[config.mk]
export PLATFORM = sky130hd
export DESIGN_NAME = gat_attention_top
export DESIGN_NICKNAME = d
export VERILOG_FILES = /design/src/verilog/gat_pkg.sv /design/src/verilog/gat_attention_top.sv /design/src/verilog/coef_fifo.sv /design/src/verilog/dmvm.sv /design/src/verilog/wh_fetch.sv /design/src/verilog/wh_bram.sv
export SDC_FILE = /design/constraint.sdc
export NUM_CORES = 2
export LEC_CHECK = 0
export ABC_AREA = 1
export BUFFER_PORTS_ARGS = -buffer_cell sky130_fd_sc_hd__clkbuf_2
export CAP_MARGIN = 30
export CORE_UTILIZATION = 44
export CTS_BUF_LIST = sky130_fd_sc_hd__clkbuf_4
export CTS_CLUSTER_DIAMETER = 50
export DETAILED_ROUTE_END_ITERATION = 7
export GPL_TIMING_DRIVEN = 0
export PLACE_DENSITY_LB_ADDON = 0.3
export SLEW_MARGIN = 20
export SYNTH_ARGS = -nofsm -noshare
export SYNTH_HDL_FRONTEND = slang
export SYNTH_SLANG_ARGS = --single-unit
[constraint.sdc]
create_clock -name clk -period 7.5 [get_ports clk]
set_input_delay 1.5 -clock clk [delete_from_list [all_inputs] [get_ports clk]]
set_output_delay 1.5 -clock clk [all_outputs]
set_load 0.01 [all_outputs]
[src/verilog/gat_pkg.sv]
`default_nettype none

package gat_pkg;

  // ==================================================
  // element and row widths
  // ==================================================
  localparam int DATA_WIDTH        = 8;
  localparam int HALF_A_SIZE       = 4;
  localparam int A_DEPTH           = 2 * HALF_A_SIZE;
  localparam int WH_DATA_WIDTH     = 8;
  // features plus the source flag in bit 0
  localparam int WH_WIDTH          = HALF_A_SIZE * WH_DATA_WIDTH + 1;

  // ==================================================
  // pipeline
  // ==================================================
  localparam int DMVM_DATA_WIDTH   = 2 * DATA_WIDTH + $clog2(HALF_A_SIZE);
  localparam int NUM_STAGES        = $clog2(HALF_A_SIZE) + 1;
  localparam int COEF_DELAY_LENGTH = NUM_STAGES + 2;

  // ==================================================
  // storage
  // ==================================================
  localparam int WH_DEPTH          = 16;
  localparam int WH_ADDR_WIDTH     = $clog2(WH_DEPTH);
  localparam int COEF_FIFO_DEPTH   = 16;
  localparam int FIFO_ADDR_WIDTH   = $clog2(COEF_FIFO_DEPTH);
  localparam int FIFO_CNT_WIDTH    = FIFO_ADDR_WIDTH + 1;
  // room for every row in flight plus slack
  localparam int ISSUE_MARGIN      = COEF_DELAY_LENGTH + 2;

  typedef logic [DATA_WIDTH-1:0]      data_t;
  typedef logic [DMVM_DATA_WIDTH-1:0] acc_t;
  typedef logic [WH_WIDTH-1:0]        wh_word_t;
  typedef logic [WH_ADDR_WIDTH-1:0]   wh_addr_t;
  typedef logic [FIFO_CNT_WIDTH-1:0]  fifo_cnt_t;

  typedef enum logic [1:0] {
    FETCH_IDLE,
    FETCH_RUN,
    FETCH_DRAIN
  } fetch_state_t;

endpackage

`default_nettype wire
[src/verilog/gat_attention_top.sv]
`timescale 1ns/1ns
`default_nettype none

module gat_attention_top import gat_pkg::*; (
  input  wire logic                clk,
  input  wire logic                rst_n,
  // wh loading
  input  wire logic                wh_wr_en_i,
  input  wire wh_addr_t            wh_wr_addr_i,
  input  wire wh_word_t            wh_wr_data_i,
  // attention weights
  input  wire logic                a_vld_i,
  input  wire data_t [A_DEPTH-1:0] a_i,
  // run control
  input  wire logic                start_i,
  input  wire wh_addr_t            num_rows_i,
  output logic                     busy_o,
  // coefficients out
  output data_t                    coef_o,
  output logic                     coef_empty_o,
  input  wire logic                coef_rd_en_i
);

  logic      rd_en;
  wh_addr_t  rd_addr;
  wh_word_t  rd_data;
  logic      row_vld;
  logic      wr_en;
  data_t     wr_data;
  fifo_cnt_t free_cnt;

  wh_bram u_wh_bram (
    .clk       (clk),
    .rst_n     (rst_n),
    .wr_en_i   (wh_wr_en_i),
    .wr_addr_i (wh_wr_addr_i),
    .wr_data_i (wh_wr_data_i),
    .rd_en_i   (rd_en),
    .rd_addr_i (rd_addr),
    .rd_data_o (rd_data)
  );

  wh_fetch u_wh_fetch (
    .clk        (clk),
    .rst_n      (rst_n),
    .start_i    (start_i),
    .num_rows_i (num_rows_i),
    .free_cnt_i (free_cnt),
    .rd_en_o    (rd_en),
    .rd_addr_o  (rd_addr),
    .row_vld_o  (row_vld),
    .busy_o     (busy_o)
  );

  dmvm u_dmvm (
    .clk          (clk),
    .rst_n        (rst_n),
    .row_vld_i    (row_vld),
    .a_vld_i      (a_vld_i),
    .a_i          (a_i),
    .wh_data_i    (rd_data),
    .coef_wr_en_o (wr_en),
    .coef_data_o  (wr_data)
  );

  coef_fifo u_coef_fifo (
    .clk        (clk),
    .rst_n      (rst_n),
    .wr_en_i    (wr_en),
    .wr_data_i  (wr_data),
    .rd_en_i    (coef_rd_en_i),
    .rd_data_o  (coef_o),
    .empty_o    (coef_empty_o),
    .free_cnt_o (free_cnt)
  );

endmodule

`default_nettype wire

[src/verilog/coef_fifo.sv]
`timescale 1ns/1ns
`default_nettype none

module coef_fifo import gat_pkg::*; (
  input  wire logic  clk,
  input  wire logic  rst_n,
  input  wire logic  wr_en_i,
  input  wire data_t wr_data_i,
  input  wire logic  rd_en_i,
  output data_t      rd_data_o,
  output logic       empty_o,
  output fifo_cnt_t  free_cnt_o
);

  data_t                      mem [COEF_FIFO_DEPTH];
  logic [FIFO_ADDR_WIDTH-1:0] wr_ptr_q;
  logic [FIFO_ADDR_WIDTH-1:0] rd_ptr_q;
  fifo_cnt_t                  count_q;
  logic                       wr_ok;
  logic                       rd_ok;

  assign wr_ok = wr_en_i && (count_q != fifo_cnt_t'(COEF_FIFO_DEPTH));
  assign rd_ok = rd_en_i && !empty_o;

  // head is always visible
  assign rd_data_o  = mem[rd_ptr_q];
  assign empty_o    = (count_q == '0);
  assign free_cnt_o = fifo_cnt_t'(COEF_FIFO_DEPTH) - count_q;

  always_ff @(posedge clk) begin
    if (wr_ok) begin
      mem[wr_ptr_q] <= wr_data_i;
    end
  end

  // ==================================================
  // pointers and occupancy
  // ==================================================
  always_ff @(posedge clk or negedge rst_n) begin
    if (!rst_n) begin
      wr_ptr_q <= '0;
      rd_ptr_q <= '0;
      count_q  <= '0;
    end else begin
      if (wr_ok) begin
        wr_ptr_q <= wr_ptr_q + 1'b1;
      end
      if (rd_ok) begin
        rd_ptr_q <= rd_ptr_q + 1'b1;
      end
      case ({wr_ok, rd_ok})
        2'b10:   count_q <= count_q + 1'b1;
        2'b01:   count_q <= count_q - 1'b1;
        default: count_q <= count_q;
      endcase
    end
  end

endmodule

`default_nettype wire

[src/verilog/dmvm.sv]
`timescale 1ns/1ns
`default_nettype none

module dmvm import gat_pkg::*; (
  input  wire logic                  clk,
  input  wire logic                  rst_n,
  input  wire logic                  row_vld_i,
  input  wire logic                  a_vld_i,
  input  wire data_t [A_DEPTH-1:0]   a_i,
  input  wire wh_word_t              wh_data_i,
  output logic                       coef_wr_en_o,
  output data_t                      coef_data_o
);

  // weights and features
  data_t [A_DEPTH-1:0]     a_q;
  data_t                   a_src [HALF_A_SIZE];
  data_t                   a_nbr [HALF_A_SIZE];
  wh_word_t                row_q;
  data_t                   feat [HALF_A_SIZE];

  // stage 0 products, then adder levels
  acc_t                    src_next  [NUM_STAGES][HALF_A_SIZE];
  acc_t                    nbr_next  [NUM_STAGES][HALF_A_SIZE];
  acc_t                    src_stage [NUM_STAGES][HALF_A_SIZE];
  acc_t                    nbr_stage [NUM_STAGES][HALF_A_SIZE];
  logic [NUM_STAGES-1:0]   flag_stage;

  acc_t                    src_hold_q;
  acc_t                    src_now;
  acc_t                    sum;
  data_t                   scaled;
  data_t                   coef_q;
  logic [COEF_DELAY_LENGTH-1:0] vld_shft_q;

  // ==================================================
  // weight register and row capture
  // ==================================================
  always_ff @(posedge clk) begin
    if (a_vld_i) begin
      a_q <= a_i;
    end
    if (row_vld_i) begin
      row_q <= wh_data_i;
    end
  end

  // lower half of a pairs with the source, upper half with the neighbour
  for (genvar k = 0; k < HALF_A_SIZE; k++) begin : g_split
    assign a_src[k] = a_q[k];
    assign a_nbr[k] = a_q[k+HALF_A_SIZE];
    // element 0 sits at the top of the row word
    assign feat[k]  = row_q[WH_WIDTH-1-k*WH_DATA_WIDTH -: WH_DATA_WIDTH];
  end

  // ==================================================
  // multiplier and adder tree
  // ==================================================
  for (genvar k = 0; k < HALF_A_SIZE; k++) begin : g_mul
    assign src_next[0][k] = $signed(a_src[k]) * $signed(feat[k]);
    assign nbr_next[0][k] = $signed(a_nbr[k]) * $signed(feat[k]);
  end

  for (genvar l = 1; l < NUM_STAGES; l++) begin : g_lvl
    for (genvar k = 0; k < HALF_A_SIZE; k++) begin : g_node
      if (k < (HALF_A_SIZE >> l)) begin : g_add
        assign src_next[l][k] = src_stage[l-1][2*k] + src_stage[l-1][2*k+1];
        assign nbr_next[l][k] = nbr_stage[l-1][2*k] + nbr_stage[l-1][2*k+1];
      end else begin : g_pad
        assign src_next[l][k] = '0;
        assign nbr_next[l][k] = '0;
      end
    end
  end

  always_ff @(posedge clk) begin
    src_stage <= src_next;
    nbr_stage <= nbr_next;
  end

  // source flag rides along with the sums
  always_ff @(posedge clk or negedge rst_n) begin
    if (!rst_n) begin
      flag_stage <= '0;
    end else begin
      flag_stage <= {flag_stage[NUM_STAGES-2:0], row_q[0]};
    end
  end

  // ==================================================
  // source hold, scale and relu
  // ==================================================
  // a valid flagged row replaces the held sum, itself included
  assign src_now = (flag_stage[NUM_STAGES-1] && vld_shft_q[NUM_STAGES]) ?
                   src_stage[NUM_STAGES-1][0] : src_hold_q;
  assign sum     = src_now + nbr_stage[NUM_STAGES-1][0];
  assign scaled  = sum[DMVM_DATA_WIDTH-1 -: DATA_WIDTH];

  always_ff @(posedge clk or negedge rst_n) begin
    if (!rst_n) begin
      src_hold_q <= '0;
    end else begin
      src_hold_q <= src_now;
    end
  end

  always_ff @(posedge clk) begin
    coef_q <= scaled[DATA_WIDTH-1] ? '0 : scaled;
  end

  // valid delay, one bit per register stage
  always_ff @(posedge clk or negedge rst_n) begin
    if (!rst_n) begin
      vld_shft_q <= '0;
    end else begin
      vld_shft_q <= {vld_shft_q[COEF_DELAY_LENGTH-2:0], row_vld_i};
    end
  end

  assign coef_wr_en_o = vld_shft_q[COEF_DELAY_LENGTH-1];
  assign coef_data_o  = coef_q;

endmodule

`default_nettype wire

[src/verilog/wh_fetch.sv]
`timescale 1ns/1ns
`default_nettype none

module wh_fetch import gat_pkg::*; (
  input  wire logic      clk,
  input  wire logic      rst_n,
  input  wire logic      start_i,
  input  wire wh_addr_t  num_rows_i,
  input  wire fifo_cnt_t free_cnt_i,
  output logic           rd_en_o,
  output wh_addr_t       rd_addr_o,
  output logic           row_vld_o,
  output logic           busy_o
);

  fetch_state_t state_q;
  wh_addr_t     addr_q;
  wh_addr_t     last_q;
  logic         space_ok;
  logic         row_vld_q;

  // only issue when the fifo can absorb every row in flight
  assign space_ok  = free_cnt_i > fifo_cnt_t'(ISSUE_MARGIN);
  assign rd_en_o   = (state_q == FETCH_RUN) && space_ok;
  assign rd_addr_o = addr_q;
  assign busy_o    = (state_q == FETCH_RUN);
  assign row_vld_o = row_vld_q;

  // ==================================================
  // sequencer
  // ==================================================
  always_ff @(posedge clk or negedge rst_n) begin
    if (!rst_n) begin
      state_q <= FETCH_IDLE;
      addr_q  <= '0;
      last_q  <= '0;
    end else begin
      case (state_q)
        // drain cycle may take a new start right away
        FETCH_IDLE, FETCH_DRAIN: begin
          if (start_i) begin
            state_q <= FETCH_RUN;
            addr_q  <= '0;
            last_q  <= num_rows_i;
          end else begin
            state_q <= FETCH_IDLE;
          end
        end
        FETCH_RUN: begin
          if (rd_en_o) begin
            if (addr_q == last_q) begin
              state_q <= FETCH_DRAIN;
            end else begin
              addr_q <= addr_q + 1'b1;
            end
          end
        end
        default: begin
          state_q <= FETCH_IDLE;
        end
      endcase
    end
  end

  // read data shows up one cycle after the strobe
  always_ff @(posedge clk or negedge rst_n) begin
    if (!rst_n) begin
      row_vld_q <= 1'b0;
    end else begin
      row_vld_q <= rd_en_o;
    end
  end

endmodule

`default_nettype wire

[src/verilog/wh_bram.sv]
`timescale 1ns/1ns
`default_nettype none

module wh_bram import gat_pkg::*; (
  input  wire logic     clk,
  input  wire logic     rst_n,
  // load port
  input  wire logic     wr_en_i,
  input  wire wh_addr_t wr_addr_i,
  input  wire wh_word_t wr_data_i,
  // read port
  input  wire logic     rd_en_i,
  input  wire wh_addr_t rd_addr_i,
  output wh_word_t      rd_data_o
);

  wh_word_t mem [WH_DEPTH];
  wh_word_t rd_data_q;

  assign rd_data_o = rd_data_q;

  always_ff @(posedge clk) begin
    if (wr_en_i) begin
      mem[wr_addr_i] <= wr_data_i;
    end
  end

  // one cycle read latency
  always_ff @(posedge clk or negedge rst_n) begin
    if (!rst_n) begin
      rd_data_q <= '0;
    end else if (rd_en_i) begin
      rd_data_q <= mem[rd_addr_i];
    end
  end

endmodule

`default_nettype wire

======== Word level (Yosys, flattened, before mapping) ========
Memories as Yosys holds them, arrays and structs flattened. A register that Yosys moved wholly into a read port is not among the register bits.
Index checks and enable logic that the tools add are counted.
Widths: inputs -> output; s select.
storage, ports and cells
  register bits ........................... 407
  memory bits (writable) .................. 656
  input bits .............................. 111
  memories ................................ 2
cells by class
  add/subtract/negate cells ............... 13
  multipliers ............................. 8
  magnitude comparators ................... 1
  eq/ne operators ......................... 10
  mux-type cells .......................... 14
  reductions and logical operators ........ 14
memories
  memory           depth  width  read ports  clocked after memory_dff  wr ports  line             source
  u_wh_bram.mem    16     33     1           1                         1         wh_bram.sv:17    wh_word_t mem [WH_DEPTH];
  u_coef_fifo.mem  16     8      1           0                         1         coef_fifo.sv:15  data_t mem [COEF_FIFO_DEPTH];
operator list
  kind                 number
  $mul 8x8->16         8
  $add 18x18->18       7
  $mux 18              1
  $add 4x1->4 const B  3
  $mux 4               3
  $pmux 5 s2           1
  $pmux 4 s2           1
  $add 5x1->5 const B  1
  $gt 5x3->1 const B   1
  $logic_not 5->1      1
  $mux 1               5
  $ne 5x5->1 const B   1
  $sub 5x1->5 const B  1
  $sub 5x5->5 const A  1
  $eq 2x1->1 const B   2
  $eq 2x2->1 const B   2
  $eq 4x4->1           1
  $logic_and 1x1->1    4
  $mux 2               2
  $ne 2x1->1 const B   2
  $ne 2x2->1 const B   2
  $pmux 2 s2           1
  $reduce_and 2->1     2
  $reduce_and 4->1     1
  4 further kinds      6

======== Longest topological paths before layout ========
  word-level depth ........................ 5
  depth in mapped cells ................... 23

======== By module ========
Synthesis repeated with hierarchy kept, for this count alone.
unflattened totals
  cell total of the unflattened synthesis .. 6687
  area total of the unflattened synthesis .. 64075.2 um^2
by module, submodules not included
  module     instances  cells an instance  area each (um^2)
  dmvm       1          4182               35076.1
  wh_bram    1          1898               22380.2
  coef_fifo  1          534                6040.8
  wh_fetch   1          73                 578.1

======== Worst setup path before layout ========
Ideal clock, no wire load.
  path type ............................... in2reg
  start ................................... in wh_wr_addr_i[1]
  end ..................................... mem u_wh_bram.mem[5][0] in the netlist's numbering (enable)
  data arrival time ....................... 3.980 ns
  slack ................................... 3.056 ns
  stages on the path ...................... 3
  buffers on the path ..................... 0
  path through ............................ inv_1 -> nand2_1 -> nor3_1
RTL lines
  what             line                    source
  start, declared  gat_attention_top.sv:9  input wire wh_addr_t wh_wr_addr_i,
  end, declared    wh_bram.sv:17
No word-level cell before the write port.

==> flow_summary.ini <==
[setup_path]
crit_path_cell_trace = clkbuf_1 > clkbuf_1 > nand2_1 > fa_1 > inv_1 > fa_1 > fa_1 > inv_1 > fa_1 > inv_1 > ha_1 > a21oi_1 > o21ai_0 > a21oi_1 > nor2_1 > nor2_1 > xor2_1
path_delay_family = adder cells
criticalPathCategory = flop to flop
critPathMaxStageDelay_ns = 0.59
reg2reg_depth = 17
critical_path.max_fanout = 10
crit_buf_inv = 5
critPathLaunchType = flop
r2r-start = u_dmvm.row_q[21]
worstPathRequired_ns = 8.55
crit_top_cell = fa_1
r2r_end = u_dmvm.src_stage[193]
cpMaxStageDelayCell = clkbuf_1
r2r_setup_slack_ns = 2.18
crit_arrival_ns = 6.37
worst_setup_path_end_kind = flop

[floorplanning]
die_h_um = 381
die_w_um = 381
ios = 121
dieArea_sq_mm = 0.145
initial_utilization_pct = 44.5
core_area_sq_mm = 0.142
rows = 138

[yosys]
synth.distinct_cells = 47
syn-num-nets = 7359
avgSynthCellArea_sq_um = 9.80
synth-edff-count = 737
synth_seq_cells = 1063
yosysWarnings = 0
synthArstFlopShare_pct = 7.81
yosysSeqAreaShare_pct = 46.1
syn_area_sq_mm = 0.0631
syn-instance-count = 6441
ys.flop_type = edfxtp_1

[sta]
finClkSkew_ns = 0.129
max_freq_mhz = 188
slew_headroom_pct = 35.6
worst_pin_slew_ns = 0.966
fin_crit_ns = 5.32
hold_viol = 0
fin_crit_sh_pct = 71.0
rsz0062_at_grt = false
finalSetupViolations = 0
slew_violations = 0

[clocking]
clock_latency_ns = 1.29
cts.sinks = 1063
tritoncts = built
root_buffer = clkbuf_4
cts_buffers = 296
cts.repair.resized = 0
clk_pin_slew_ns = 0.06
cts.path.max_buffers = 4
htreeDepth = 5

[layout]
finalNetCount = 7840
syn_to_final_growth_pct = 12.0
drive_above_1_share_pct = 10.9
fill_cells = 13100
multiInputGateArea_sq_mm = 0.0283
postLayoutCoreUtil_pct = 49.8
ff_latch_area_sq_mm = 0.0291

[detailed_routing]
wirelength_mm = 159
drc = 0
final_antenna_net_count = 0
routedWlPerCell_um = 17.7
vias_per_cell = 4.98
drt-pass1-iter-count = 8
first_iter_violations = 3045
vias = 44900

[global_routing]
grt_max_degree = 74
grt_pass1_wl_mm = 251
track_usage_pct = 22.3
grt_overflow = 0
grt_pass1_vias = 46200
grt_antenna_before_repair = 13

[worst_hold_path]
hold_class = flop to flop
min_from = u_dmvm.vld_shft_q[1]
whs_path_depth = 0
whs_endpoint = u_dmvm.vld_shft_q[2]

[placed_design]
numPortBuffers = 119
dp_hpwl_mm = 120
gp_congestion = 0.886

[outcome]
status = completed

[job]
cap_violations = 0
-- cell usage in the layout (no fill, tap or decap), drive strengths merged, types with 3 or more instances in the layout --
master and count:
or2 20, o31ai 4, xor2 146, o211ai 3, nand3 173, dfxtp 243
o21bai 8, nand3b 3, inv 1255, mux2i 67, nand4 28, o22ai 80
dfrtp 83, edfxtp 737, bufinv 5, o221ai 10, buf 130, ha 360
nor2 456, a31oi 23, o21ai 380, fa 447, nor3 35, a21o 8
nand2 1293, and3 3, mux2 20, clkbuf 730, clkinv 52, xnor2 60
diode 14, a21oi 241
-- worst max-delay path by stage --
stage,startpoint,end,cells after the start
after floorplan,wh_wr_addr_i[1],u_wh_bram.mem[5][0],3
after global placement,wh_wr_addr_i[1],u_wh_bram.mem[5][29],4
after detailed placement,u_dmvm.row_q[19],u_dmvm.src_stage[193],17
after CTS,u_dmvm.row_q[19],u_dmvm.src_stage[193],17
after global routing,u_dmvm.row_q[19],u_dmvm.src_stage[193],17
final,u_dmvm.row_q[21],u_dmvm.src_stage[193],17
-- metal layers --
metal  share of wire (%)  GRT usage [%]  vias up  routed length (um)
met5               0.041              0        -                  66
met2                  49           37.9     1479               78000
met4                 3.7           10.1       10                5870
met1                  41           27.7    21500               65500
met3                 6.3           3.89      402               10000
li1                    -              -    21600                   -
-- sequential cells by signal, indices dropped and copies added, names as in the netlist, 5 cells and up --
name                 count
u_dmvm.nbr_stage       118
u_dmvm.src_hold_q       18
u_dmvm.a_nbr            32
u_wh_bram.rd_data_o     33
u_coef_fifo.mem        112
u_dmvm.row_q            33
u_wh_bram.mem          528
u_dmvm.coef_data_o       7
u_dmvm.src_stage       118
u_dmvm.a_q              32
u_coef_fifo.count_q      5
u_dmvm.vld_shft_q        5
-- synth_stat cells, types with 2 or more instances --
library cell / n / share of area [%]
a211oi_1: 2 / 0.024
a21o_1: 8 / 0.095
a21oi_1: 241 / 1.9
a31oi_1: 23 / 0.23
and3_1: 3 / 0.030
buf_1: 5 / 0.030
buf_2: 31 / 0.25
buf_4: 25 / 0.30
buf_6: 4 / 0.071
buf_8: 2 / 0.048
clkbuf_1: 168 / 1.0
clkbuf_2: 11 / 0.087
dfrtp_1: 83 / 3.3
dfxtp_1: 243 / 7.7
edfxtp_1: 737 / 35
fa_1: 447 / 14
ha_1: 360 / 7.1
inv_1: 1247 / 7.4
inv_2: 4 / 0.024
mux2_2: 20 / 0.36
mux2i_1: 67 / 1.1
nand2_1: 1290 / 7.7
nand2_2: 3 / 0.030
nand2b_1: 2 / 0.020
nand3_1: 173 / 1.4
nand3b_1: 3 / 0.036
nand4_1: 28 / 0.28
nor2_1: 455 / 2.7
nor3_1: 35 / 0.28
nor3b_1: 2 / 0.024
o2111ai_1: 2 / 0.028
o211ai_1: 3 / 0.036
o21ai_0: 331 / 2.6
o21ai_1: 49 / 0.39
o21bai_1: 8 / 0.095
o221ai_1: 10 / 0.14
o22ai_1: 80 / 0.79
o31ai_1: 4 / 0.048
or2_2: 20 / 0.20
xnor2_1: 60 / 0.83
xor2_1: 146 / 2.0
-- cell type report --
type | count | area share [%]
repair buffers | 183 | 2.06
well taps | 1890 | 3.35
clock buffers | 432 | 4.59
flip-flops and latches | 1063 | 41.1
inverters | 1252 | 6.65
multi-input cells | 3880 | 40.1
clock inverters | 60 | 0.522
diodes | 14 | 0.0496
plain buffers | 246 | 1.59
-- repair_timing --
| action | in CTS | in global routing |
|---|---|---|
| buffers inserted | 0 | 0 |
| hold endpoints to repair | 2 | 0 |
| hold buffers | 1 | 0 |
-- stage by stage --
step / instances / hold WS [ns] / TNS [ns] / cell area, sq um / worst slack (ns)
floorplan: 6441 / 0.331 / 0 / 63100 / 3.06
global placement: 8450 / 0.333 / -16.75 / 66100 / -0.152
detailed placement: 8513 / 0.336 / 0 / 67000 / 2.16
CTS: 9006 / 0.280 / 0 / 70600 / 2.07
global route: 9018 / 0.293 / 0 / 70700 / 1.87
finish: 9020 / 0.341 / 0 / 70700 / 2.18
-- cell families (layout without fill, tap and decap cells) --
kind of cell	Yosys count	count (layout)	synth area share, %
AO/OA/AOI/OAI	763	763	6.44
XOR/XNOR	206	206	2.86
adder cells (fa/ha/maj)	807	807	21.3
buffers and inverters	1498	2173	9.22
flip-flops	1063	1063	46.1
multiplexers	87	87	1.42
other	1	15	0.00594
AND/OR/NAND/NOR	2016	2016	12.7
Power is left out: the tool's default activity adds up to more than one toggle a clock period on the data nets, which glitch-free logic cannot reach.
